## config.mk

```make
export PLATFORM = sky130hd
export DESIGN_NAME = adc_capture_top
export DESIGN_NICKNAME = d
export VERILOG_FILES = /design/src/adc_capture_pkg.sv /design/src/adc_capture_top.sv /design/src/buffer_source_mux.sv /design/src/capture_sequencer.sv /design/src/capture_trigger.sv /design/src/overrange_counters.sv /design/src/tx_framer.sv
export VERILOG_INCLUDE_DIRS = /design/src /design/src/src
export SDC_FILE = /design/constraint.sdc
export NUM_CORES = 1
export LEC_CHECK = 0
export BUFFER_PORTS_ARGS = -buffer_cell sky130_fd_sc_hd__buf_4
export CAP_MARGIN = 20
export CORE_MARGIN = 2
export CORE_UTILIZATION = 30
export DETAILED_ROUTE_END_ITERATION = 12
export SETUP_SLACK_MARGIN = 0.3
export SYNTH_ARGS = -nofsm -noshare
export SYNTH_HDL_FRONTEND = slang
export SYNTH_HIERARCHICAL = 1
export SYNTH_SLANG_ARGS = --single-unit
```

## constraint.sdc

```tcl
create_clock -name clk -period 2 [get_ports clk]
set_input_delay 0.4 -clock clk [delete_from_list [all_inputs] [get_ports clk]]
set_output_delay 0.4 -clock clk [all_outputs]
set_load 0.02 [all_outputs]
```

## src/adc_capture_macros.svh

```systemverilog
`ifndef ADC_CAPTURE_MACROS_SVH
`define ADC_CAPTURE_MACROS_SVH

////////////////////////////////////////
// Buffer geometry
////////////////////////////////////////

// Word address into each QDR buffer.
`define QDR_ADDR_W 6

////////////////////////////////////////
// Timing
////////////////////////////////////////

// Backoff lasts 2**BACKOFF_W cycles.
`define BACKOFF_W 4

`define FRAME_WORDS 8 // Transmit words per frame.
`define QDR_RD_LAT 10 // Read strobe to read data.

`endif

```

## src/adc_capture_pkg.sv

```systemverilog
`default_nettype none

`include "adc_capture_macros.svh"

package adc_capture_pkg;

  typedef logic [7:0] sample_t;

  // Four samples of one channel, earliest in the upper byte.
  typedef sample_t [3:0] chan_word_t;

  typedef logic [`QDR_ADDR_W-1:0] qdr_addr_t;
  typedef logic [63:0] tx_word_t;
  typedef logic [31:0] event_count_t;

  typedef logic [1:0] chan_sel_t;
  localparam chan_sel_t chan_adc0_i = 2'd0;
  localparam chan_sel_t chan_adc0_q = 2'd1;
  localparam chan_sel_t chan_adc1_i = 2'd2;
  localparam chan_sel_t chan_adc1_q = 2'd3;

  typedef enum logic [1:0] {
    phase_idle  = 2'd0,
    phase_write = 2'd1,
    phase_read  = 2'd2
  } capture_phase_t;

  typedef enum logic [1:0] {
    trig_armed   = 2'd0,
    trig_waiting = 2'd1,
    trig_backoff = 2'd2
  } trigger_state_t;

endpackage

`default_nettype wire

```

## src/adc_capture_top.sv

```systemverilog
`default_nettype none

module adc_capture_top import adc_capture_pkg::*; (
  input  wire             clk,
  input  wire             rst,
  input  wire             start,
  input  wire             manual_mode,
  input  wire chan_sel_t  src0,
  input  wire chan_sel_t  src1,
  input  wire chan_word_t adc0_i,
  input  wire chan_word_t adc0_q,
  input  wire chan_word_t adc1_i,
  input  wire chan_word_t adc1_q,
  input  wire             adc0_ovr_i0,
  input  wire             adc0_ovr_i1,
  input  wire             adc0_ovr_q0,
  input  wire             adc0_ovr_q1,
  input  wire             adc1_ovr_i0,
  input  wire             adc1_ovr_i1,
  input  wire             adc1_ovr_q0,
  input  wire             adc1_ovr_q1,
  input  wire             qdr0_phy_ready,
  input  wire             qdr1_phy_ready,
  output qdr_addr_t       qdr_address,
  output chan_word_t      qdr0_dout,
  output chan_word_t      qdr1_dout,
  output logic            qdr_wr_en,
  output logic            qdr_rd_en,
  input  wire chan_word_t qdr0_din,
  input  wire chan_word_t qdr1_din,
  output tx_word_t        tx_data,
  output logic            tx_valid,
  output logic            tx_end_of_frame,
  output logic            busy,
  output capture_phase_t  phase,
  output event_count_t    count_i0,
  output event_count_t    count_q0,
  output event_count_t    count_i1,
  output event_count_t    count_q1
);

  logic capture_start;
  logic read_done;
  logic frame_last;

  ////////////////////////////////////////
  // Control path
  ////////////////////////////////////////

  capture_trigger u_trigger (
    .clk, .rst, .start, .manual_mode,
    .qdr0_phy_ready, .qdr1_phy_ready,
    .read_done, .capture_start
  );

  capture_sequencer u_sequencer (
    .clk, .rst, .capture_start,
    .phase, .busy, .qdr_address,
    .qdr_wr_en, .qdr_rd_en,
    .read_done, .frame_last
  );

  ////////////////////////////////////////
  // Data path
  ////////////////////////////////////////

  buffer_source_mux u_mux (
    .clk, .adc0_i, .adc0_q, .adc1_i, .adc1_q,
    .manual_mode, .src0, .src1,
    .qdr0_dout, .qdr1_dout
  );

  tx_framer u_framer (
    .clk, .rst,
    .rd_strobe (qdr_rd_en), // Shared read strobe of both buffers.
    .frame_last,
    .qdr0_din, .qdr1_din,
    .tx_data, .tx_valid, .tx_end_of_frame
  );

  overrange_counters u_ovr (
    .clk, .rst,
    .adc0_ovr_i0, .adc0_ovr_i1, .adc0_ovr_q0, .adc0_ovr_q1,
    .adc1_ovr_i0, .adc1_ovr_i1, .adc1_ovr_q0, .adc1_ovr_q1,
    .count_i0, .count_q0, .count_i1, .count_q1
  );

endmodule

`default_nettype wire

```

## src/buffer_source_mux.sv

```systemverilog
`default_nettype none

module buffer_source_mux import adc_capture_pkg::*; (
  input  wire             clk,
  input  wire chan_word_t adc0_i,
  input  wire chan_word_t adc0_q,
  input  wire chan_word_t adc1_i,
  input  wire chan_word_t adc1_q,
  input  wire             manual_mode,
  input  wire chan_sel_t  src0,
  input  wire chan_sel_t  src1,
  output chan_word_t      qdr0_dout,
  output chan_word_t      qdr1_dout
);

  chan_sel_t sel0;
  chan_sel_t sel1;

  function automatic chan_word_t pick(input chan_sel_t sel);
    chan_word_t w;
    case (sel)
      chan_adc0_i: w = adc0_i;
      chan_adc0_q: w = adc0_q;
      chan_adc1_i: w = adc1_i;
      default:     w = adc1_q;
    endcase
    return w;
  endfunction

  // Default routing is ADC0 I and Q.
  assign sel0 = manual_mode ? src0 : chan_adc0_i;
  assign sel1 = manual_mode ? src1 : chan_adc0_q;

  always_ff @(posedge clk) begin
    qdr0_dout <= pick(sel0);
    qdr1_dout <= pick(sel1);
  end

endmodule

`default_nettype wire

```

## src/capture_sequencer.sv

```systemverilog
`default_nettype none

`include "adc_capture_macros.svh"

module capture_sequencer import adc_capture_pkg::*; (
  input  wire            clk,
  input  wire            rst,
  input  wire            capture_start,
  output capture_phase_t phase,
  output logic           busy,
  output qdr_addr_t      qdr_address,
  output logic           qdr_wr_en,
  output logic           qdr_rd_en,
  output logic           read_done,
  output logic           frame_last
);

  localparam int FRAME_W = $clog2(`FRAME_WORDS);
  localparam qdr_addr_t addr_max = '1;

  qdr_addr_t progress;
  logic step;        // High on strobe slots.
  logic last_strobe; // Final strobe of the phase issued.

  assign busy = (phase != phase_idle);

  ////////////////////////////////////////
  // Phase machine and strobes
  ////////////////////////////////////////

  always_ff @(posedge clk) begin
    qdr_wr_en  <= 1'b0;
    qdr_rd_en  <= 1'b0;
    read_done  <= 1'b0;
    frame_last <= 1'b0;
    if (rst) begin
      phase       <= phase_idle;
      progress    <= '0;
      step        <= 1'b0;
      last_strobe <= 1'b0;
      qdr_address <= '0;
    end else begin
      case (phase)
        phase_idle: begin
          progress    <= '0;
          step        <= 1'b0;
          last_strobe <= 1'b0;
          if (capture_start) phase <= phase_write;
        end
        phase_write: begin
          step <= ~step;
          if (step) begin
            qdr_wr_en   <= 1'b1;
            qdr_address <= progress;
            progress    <= progress + 1'b1; // Wraps to zero for the read pass.
            last_strobe <= (progress == addr_max);
          end else if (last_strobe) begin
            phase       <= phase_read;
            step        <= 1'b0;
            last_strobe <= 1'b0;
          end
        end
        phase_read: begin
          step <= ~step;
          if (step) begin
            qdr_rd_en   <= 1'b1;
            qdr_address <= progress;
            progress    <= progress + 1'b1;
            last_strobe <= (progress == addr_max);
            frame_last  <= (progress[FRAME_W-1:0] == FRAME_W'(`FRAME_WORDS - 1));
          end else if (last_strobe) begin
            phase       <= phase_idle;
            read_done   <= 1'b1;
            last_strobe <= 1'b0;
          end
        end
        default: phase <= phase_idle;
      endcase
    end
  end

  ////////////////////////////////////////
  // Checks
  ////////////////////////////////////////

  a_strobe_excl: assert property (@(posedge clk) disable iff (rst)
    !(qdr_wr_en && qdr_rd_en));

  a_idle_quiet: assert property (@(posedge clk) disable iff (rst)
    (phase == phase_idle) |-> !(qdr_wr_en || qdr_rd_en));

endmodule

`default_nettype wire

```

## src/capture_trigger.sv

```systemverilog
`default_nettype none

`include "adc_capture_macros.svh"

module capture_trigger import adc_capture_pkg::*; (
  input  wire  clk,
  input  wire  rst,
  input  wire  start,
  input  wire  manual_mode,
  input  wire  qdr0_phy_ready,
  input  wire  qdr1_phy_ready,
  input  wire  read_done,
  output logic capture_start
);

  trigger_state_t state;
  logic start_q;
  logic start_qq;
  logic start_edge;
  logic phy_ready;
  logic [`BACKOFF_W-1:0] backoff_cnt;

  assign start_edge = start_q & ~start_qq;
  assign phy_ready  = qdr0_phy_ready & qdr1_phy_ready;

  // Input register, then edge detect.
  always_ff @(posedge clk) begin
    if (rst) begin
      start_q  <= 1'b0;
      start_qq <= 1'b0;
    end else begin
      start_q  <= start;
      start_qq <= start_q;
    end
  end

  always_ff @(posedge clk) begin
    capture_start <= 1'b0;
    if (rst || !phy_ready) begin
      state       <= trig_backoff; // Hold off until both PHYs are up.
      backoff_cnt <= '0;
    end else begin
      case (state)
        trig_armed: begin
          if (!manual_mode || start_edge) begin
            capture_start <= 1'b1;
            state         <= trig_waiting;
          end
        end
        trig_waiting: begin
          if (read_done) begin
            state       <= trig_backoff;
            backoff_cnt <= '0;
          end
        end
        trig_backoff: begin
          backoff_cnt <= backoff_cnt + 1'b1;
          if (&backoff_cnt) state <= trig_armed;
        end
        default: state <= trig_backoff;
      endcase
    end
  end

  // One capture per arming.
  a_single_start: assert property (@(posedge clk) disable iff (rst)
    capture_start |=> !capture_start);

endmodule

`default_nettype wire

```

## src/overrange_counters.sv

```systemverilog
`default_nettype none

module overrange_counters import adc_capture_pkg::*; (
  input  wire   clk,
  input  wire   rst,
  input  wire   adc0_ovr_i0,
  input  wire   adc0_ovr_i1,
  input  wire   adc0_ovr_q0,
  input  wire   adc0_ovr_q1,
  input  wire   adc1_ovr_i0,
  input  wire   adc1_ovr_i1,
  input  wire   adc1_ovr_q0,
  input  wire   adc1_ovr_q1,
  output event_count_t count_i0,
  output event_count_t count_q0,
  output event_count_t count_i1,
  output event_count_t count_q1
);

  logic [3:0]   hit;
  event_count_t cnt [4];

  // Either flag of a channel counts once.
  assign hit[0] = adc0_ovr_i0 | adc0_ovr_i1;
  assign hit[1] = adc0_ovr_q0 | adc0_ovr_q1;
  assign hit[2] = adc1_ovr_i0 | adc1_ovr_i1;
  assign hit[3] = adc1_ovr_q0 | adc1_ovr_q1;

  for (genvar k = 0; k < 4; k++) begin : g_cnt
    always_ff @(posedge clk) begin
      if (rst) begin
        cnt[k] <= '0;
      end else if (hit[k]) begin
        cnt[k] <= cnt[k] + 1'b1;
      end
    end
  end

  assign count_i0 = cnt[0];
  assign count_q0 = cnt[1];
  assign count_i1 = cnt[2];
  assign count_q1 = cnt[3];

endmodule

`default_nettype wire

```

## src/tx_framer.sv

```systemverilog
`default_nettype none

`include "adc_capture_macros.svh"

module tx_framer import adc_capture_pkg::*; (
  input  wire             clk,
  input  wire             rst,
  input  wire             rd_strobe,
  input  wire             frame_last,
  input  wire chan_word_t qdr0_din,
  input  wire chan_word_t qdr1_din,
  output tx_word_t        tx_data,
  output logic            tx_valid,
  output logic            tx_end_of_frame
);

  // Read latency plus one for the input register.
  logic [`QDR_RD_LAT:0] valid_dly;
  logic [`QDR_RD_LAT:0] eof_dly;
  logic                 data_due;

  assign data_due = valid_dly[`QDR_RD_LAT];

  always_ff @(posedge clk) begin
    if (rst) begin
      valid_dly <= '0;
      eof_dly   <= '0;
    end else begin
      valid_dly <= {valid_dly[`QDR_RD_LAT-1:0], rd_strobe};
      eof_dly   <= {eof_dly[`QDR_RD_LAT-1:0], frame_last};
    end
  end

  ////////////////////////////////////////
  // Output word
  ////////////////////////////////////////

  always_ff @(posedge clk) begin
    if (rst) begin
      tx_valid        <= 1'b0;
      tx_end_of_frame <= 1'b0;
    end else begin
      tx_valid        <= data_due;
      tx_end_of_frame <= eof_dly[`QDR_RD_LAT];
    end
  end

  always_ff @(posedge clk) begin
    if (data_due) tx_data <= {qdr0_din, qdr1_din}; // Buffer 0 in upper half.
  end

  a_eof_valid: assert property (@(posedge clk) disable iff (rst)
    tx_end_of_frame |-> tx_valid);

endmodule

`default_nettype wire

```

==> flow_summary_export.csv, run 1 <==
group,metric,value,unit
run_status,status,"complete, but fails checks",
run_status,violations,"setup timing",
power_and_ir_drop,p_per_area,727,nW/um^2
timing,slew_viol_final,0,
floorplan,initial_core_util,30.4,%
layout,num-fill-cells,4215,
power_and_ir_drop,clkPwrFrac,40.4,%
place,io_buffer_count,478,
clocking,root_buffer,"clkbuf_16",
global_route,grt_usage,18.8,%
detailed_routing,drt_pass1_iterations,5,
setup_path,critPathLaunchType,"flop",
power_and_ir_drop,sequentialPowerShare,42.7,%
layout,final_common_cell,"buf_4",
timing,fmax,492,MHz
detailed_routing,route.detailed.drc,0,
timing,post-route-period-util,102,%
power_and_ir_drop,p_int,12.7,mW
floorplan,die_w,224,um
yosys,synth_edf_count,192,
yosys,yosysUniqueCellTypes,70,
setup_path,r2r_end,"u_ovr/cnt[1][28]",
setup_path,r2r_slack,-0.03,ns
min_path,worst_hold_path_type,"in -> reg",
detailed_routing,wirelength,51.9,mm
floorplan,rows,80,
clocking,clkTransAtPathRegs,0.06,ns
yosys,async_reset_ff_share,0,%
timing,setup_ws,-0.0337,ns
setup_path,crit_path_frequent_cell,"or4_4",
clocking,cts_buffer_depth,3,
layout,design_area,23600,sq um
yosys,syn_nets,1513,
timing,tightest_slew,0.817,ns
layout,drive_gt1_share,51.9,%
power_and_ir_drop,combPwrFrac,17.0,%
place,placed_area,19700,sq um
yosys,synth_area_per_cell,11.3,sq um
yosys,ys.warnings.count,6,
place,place_congestion,0.847,
min_path,hold-path-cell-count,1,
power_and_ir_drop,vdd_drop_max,0.596,mV
layout,layout_common_cells,"buf_4 (592), edfxtp_1 (192), nand2_1 (135)",
global_route,grt_overflow,0,
floorplan,dieHeight,224,um
place,post-place-ws,-0.0409,ns
min_path,holdCritStartpoint,"qdr1_din[8]",
setup_path,arrival,2.42,ns
global_route,grt_start_max_net_pins,66,
timing,rsz0062_at_grt,"true",
yosys,syn-cell-area,14500,sq um
detailed_routing,viasPerCell,5.13,
setup_path,ff2ff_path_depth,6,
layout,diodes,0,
timing,fin_crit,2.03,ns
floorplan,pin_count,479,
clocking,cts_made_buffers,39,
setup_path,worst_path_max_delay_cell,"or4_4",
global_route,grt_pass1_vias,13390,
setup_path,required,2.39,ns
timing,slew_headroom,45.4,%
clocking,clk-insertion-delay-late,0.54,ns
detailed_routing,final_antenna_net_count,0,
floorplan,core,47700,sq um
job,cap_violations,0,
clocking,htreeDepth,2,
place,dpl.hpwl,35.3,mm
detailed_routing,m1WireLength,20.0,mm
timing,finalClockSkew,0.00884,ns
detailed_routing,vias,13745,
yosys,synth.yosys.seq_area_share,55.8,%
detailed_routing,drtIter0Drc,943,
timing,hold_viol_final,0,
detailed_routing,wl_met2,25.8,mm
yosys,syn_inst,1291,
power_and_ir_drop,switchingPower,4.49,mW
global_route,grt_pass1_wl,74.9,mm
power_and_ir_drop,p_leak,9.62,nW
layout,syn_to_final_growth,62.6,%
power_and_ir_drop,swShare,26.1,%
setup_path,timing.rr.start,"u_ovr/cnt[1][1]",
floorplan,die-area,50200,sq um
yosys,synth_flop_cell,"edfxtp_1",
timing,setup_viol,9,
detailed_routing,wl_met3,4.65,mm
clocking,cts_sinks,309,
detailed_routing,post_drt_wl_per_cell,19.4,um
detailed_routing,highest-signal-layer,"met5",
clocking,cts_tree,"yes",
setup_path,worstPathMaxFanout,8,
setup_path,path_cells,"ha_4 > nand4_4 > or4_4 > buf_6 > or4_4 > a21oi_2",
setup_path,path_class,"reg -> reg",
yosys,ys_ff_latch,309,
layout,nets,2254,
setup_path,max_stage_delay,0.48,ns
min_path,hold_end,"u_framer/tx_data[8]",
setup_path,end_kind,"flop",
global_route,antenna_found_initial,1,
state kept, by name, indices dropped and copies added, names as in the netlist:
register	count
u_sequencer/qdr_rd_en	1
u_trigger/start_q	1
u_trigger/start_qq	1
u_trigger/capture_start	1
u_sequencer/qdr_wr_en	1
u_trigger/state	2
u_framer/tx_data	64
u_sequencer/step	1
u_mux/qdr1_dout	32
u_framer/tx_valid	1
u_framer/eof_dly	11
u_sequencer/qdr_address	6
u_mux/qdr0_dout	32
u_framer/valid_dly	11
u_sequencer/progress	6
u_framer/tx_end_of_frame	1
u_ovr/cnt	128
u_sequencer/last_strobe	1
u_sequencer/phase	2
u_sequencer/read_done	1
u_trigger/backoff_cnt	4
u_sequencer/frame_last	1
stage by stage:
stage                     TNS, ns  total power, mW  util (%)  cells  hold slack, ns
after floorplan             -1.76             8.55         -   1291           0.405
after global placement          0             9.87      41.3   2446           0.413
after detailed placement   -0.152             9.92      41.3   2446           0.420
after CTS                       0             17.2      46.8   2620        0.000370
after global routing        -1.55             17.8      49.5   2677          0.0121
final                      -0.127             17.2      49.5   2677          0.0357
power by group through the flow:
stage | Combinational (mW) | Clock [mW] | Sequential [mW]
2_1_floorplan | 0.707 | 0 | 7.85
3_3_place_gp | 2.45 | 0 | 7.42
3_5_place_dp | 2.48 | 0 | 7.44
4_1_cts | 2.72 | 7.14 | 7.31
5_1_grt | 3.09 | 7.36 | 7.36
6_report | 2.91 | 6.93 | 7.32
cell type report:
type / instances / area [sq um] / area share (%)
multi-input combinational: 891 / 6910 / 29.2
sequential: 309 / 8120 / 34.4
inverter: 22 / 90.1 / 0.381
timing repair buffer: 769 / 6470 / 27.4
clock buffer: 54 / 1140 / 4.82
tap: 615 / 769 / 3.26
clock inverter: 17 / 123 / 0.519
routing by layer:
metal | vias to the layer above | GRT usage, %
met5 | - | 0
met4 | 2 | 6.49
met3 | 101 | 5.82
met2 | 602 | 32.5
met1 | 6595 | 22.1
li1 | 6445 | -
cells in the mapped netlist (all sizes together), types with 22 or more instances:
master | instances | area share (%)
edfxtp | 192 | 40
nand2 | 141 | 3.7
dfxtp | 117 | 16
a21oi | 84 | 2.9
mux2 | 64 | 5.0
nor2 | 64 | 1.7
or4 | 46 | 2.4
nand3 | 40 | 1.5
nand4 | 39 | 1.8
o31ai | 39 | 2.0
buf | 38 | 1.6
o22ai | 38 | 1.6
clkbuf | 35 | 0.90
or3 | 34 | 1.5
a32oi | 32 | 1.9
o21ai | 30 | 1.0
a2bb2oi | 28 | 2.5
nor2b | 24 | 1.3
xnor2 | 23 | 1.4
inv | 22 | 0.57
repair_timing:
| action | 4_1_cts | 5_1_grt |
|---|---|---|
| hold endpoints to repair | 34 | 0 |
| setup endpoints to repair | 113 | 141 |
| pin swaps | 51 | 47 |
| setup buffers | 65 | 55 |
| resized for setup | 125 | 190 |
| hold buffers | 34 | 0 |
| gates cloned | 4 | 2 |
logic make-up after synthesis:
family                     synth area share, %
and+or+nand+nor                           18.2
DFF                                       55.8
AOI/OAI and AO/OA                         13.5
buffers and inverters                     3.09
muxes                                     5.72
xor gates and xnor gates                  2.59
adders and majority gates                 1.03
worst max-delay path: cells and delay by family, from the launching register on:
kind	cells	cell delay [ns]
fa+ha+maj	1	0.17
buf+inv	1	0.16
compound gates	1	0.14
flops	1	0.40
simple gates	3	1.01
worst max-delay path by stage:
stage                    start          endpoint  slack [ns]
2_1_floorplan  u_ovr/cnt[3][0]  u_ovr/cnt[3][26]       -0.11
3_3_place_gp   u_ovr/cnt[2][1]  u_ovr/cnt[2][16]       0.008
3_5_place_dp   u_ovr/cnt[2][0]  u_ovr/cnt[2][22]       -0.04
4_1_cts        u_ovr/cnt[2][3]  u_ovr/cnt[2][23]        0.04
5_1_grt        u_ovr/cnt[2][1]  u_ovr/cnt[2][18]       -0.14
6_report       u_ovr/cnt[1][1]  u_ovr/cnt[1][28]       -0.03
(Power assumes the default switching activity.)
==> run 2, diff against run 1 <==
--- a/config.mk
+++ b/config.mk
@@ -12,6 +12,7 @@
 export CORE_UTILIZATION = 30
 export DETAILED_ROUTE_END_ITERATION = 12
 export SETUP_SLACK_MARGIN = 0.3
+export SKIP_CTS_REPAIR_TIMING = 1
 export SYNTH_ARGS = -nofsm -noshare
 export SYNTH_HDL_FRONTEND = slang
 export SYNTH_HIERARCHICAL = 1
==> flow_summary_export.csv, run 2 (synthesized netlist as in run 1, its figures left out) <==
group,metric,value,unit
run_status,status,"complete, but fails checks",
run_status,violations,"setup timing",
layout,final_common_cell,"buf_4",
setup_path,end_kind,"flop",
clocking,clkTransAtPathRegs,0.06,ns
timing,slew_headroom,46.8,%
power_and_ir_drop,vdd_drop_max,0.597,mV
detailed_routing,wirelength,50.7,mm
timing,finalClockSkew,0.00836,ns
detailed_routing,viasPerCell,5.20,
place,post-place-ws,-0.0409,ns
layout,nets,2177,
timing,rsz0062_at_grt,"true",
clocking,root_buffer,"clkbuf_16",
power_and_ir_drop,power,17.0,mW
layout,num-fill-cells,4314,
global_route,antenna_found_initial,1,
timing,setup_ws,-0.0585,ns
floorplan,dieHeight,224,um
power_and_ir_drop,p_leak,9.20,nW
layout,layout_common_cells,"buf_4 (574), edfxtp_1 (192), nand2_1 (136)",
setup_path,required,2.39,ns
place,dpl.hpwl,35.3,mm
timing,holdWs,0.0311,ns
layout,seq_area,8120,sq um
floorplan,die-area,50200,sq um
clocking,cts_tree,"yes",
setup_path,path_class,"reg -> reg",
setup_path,path_delay_family,"simple AND/OR/NAND/NOR gates",
global_route,grt_usage,18.0,%
place,io_buffer_count,478,
floorplan,core,47700,sq um
timing,setup_viol,14,
timing,post-route-period-util,103,%
timing,slew_viol_final,0,
global_route,grt_overflow,0,
layout,regMostFlops,"u_ovr/cnt",
job,cap_violations,0,
floorplan,pin_count,479,
setup_path,worst_path_max_delay_cell,"or4_4",
min_path,worst_hold_path_type,"in -> reg",
timing,fin_crit,2.06,ns
detailed_routing,vias,13527,
floorplan,die_w,224,um
layout,diodes,0,
clocking,cts_made_buffers,39,
layout,largest_register_ff_count,128,
floorplan,rows,80,
layout,drive_gt1_share,51.3,%
clocking,htreeDepth,2,
timing,hold_viol_final,0,
global_route,grt_pass1_vias,12618,
timing,fin_setup_tns,-0.428,ns
clocking,cts_sinks,309,
clocking,cts_buffer_depth,3,
timing,fmax,486,MHz
setup_path,critPathLaunchType,"flop",
layout,multi_input_area,6900,sq um
timing,tightest_slew,0.798,ns
setup_path,path_buf_inv,1,
detailed_routing,final_antenna_net_count,0,
global_route,grt_pass1_wl,71.5,mm
setup_path,path_cells,"nand4_1 > buf_4 > or4_4 > or3_1 > a21oi_1",
detailed_routing,post_drt_wl_per_cell,19.5,um
layout,reg_top3,"u_ovr/cnt x128, u_framer/tx_data x64",
detailed_routing,route.detailed.drc,0,
detailed_routing,drt_pass1_iterations,5,
setup_path,worstPathMaxFanout,7,
power_and_ir_drop,p_per_area,745,nW/um^2
floorplan,initial_core_util,30.4,%
detailed_routing,drtIter0Drc,988,
clocking,clk-insertion-delay-late,0.54,ns
layout,syn_to_final_growth,57.1,%
setup_path,max_stage_delay,0.56,ns
layout,design_area,22800,sq um
place,place_congestion,0.847,
place,placed_area,19700,sq um
global_route,grt_start_max_net_pins,66,
setup_path,arrival,2.45,ns
==> run 2: area by class of cell <==
| class | count | share of cell area [%] |
|---|---|---|
| clock buffer | 54 | 4.99 |
| clock inverter | 17 | 0.537 |
| inverter | 22 | 0.395 |
| multi-input combinational | 893 | 30.2 |
| sequential | 309 | 35.6 |
| tap | 615 | 3.37 |
| timing repair buffer | 690 | 24.9 |
==> run 2: stage by stage <==
| step | std cells | util, % |
|---|---|---|
| after floorplan | 1291 | - |
| after global placement | 2446 | 41.3 |
| after detailed placement | 2446 | 41.3 |
| after CTS | 2517 | 44.0 |
| after global routing | 2600 | 47.8 |
| final | 2600 | 47.8 |
==> run 2: worst paths after layout <==
kind | slack (ns) | endpoint | start | cells after the start
worst max register to register | -0.06 | u_ovr/cnt[3][15] | u_ovr/cnt[3][1] | 5
worst min-delay path | 0.03 | u_framer/tx_data[53] | qdr0_din[21] | 1
worst min register to register | 0.42 | u_framer/eof_dly[10] | u_framer/eof_dly[9] | 1
worst max-delay path | -0.06 | u_ovr/cnt[3][15] | u_ovr/cnt[3][1] | 5
==> run 2: report_power, final <==
group / switching, mW / leakage [nW] / internal [mW]
clock: 2.81 / 0.615 / 4.12
combinational: 1.39 / 5.56 / 1.34
sequential: 0.240 / 3.02 / 7.09
==> run 2: per-layer routing <==
layer,track usage (%),share of wire (%),vias to the layer above
li1,-,-,6307
met3,5.67,9.4,100
met5,0,0.039,-
met4,6.04,2.8,2
met2,30.5,49,586
met1,21.6,39,6532
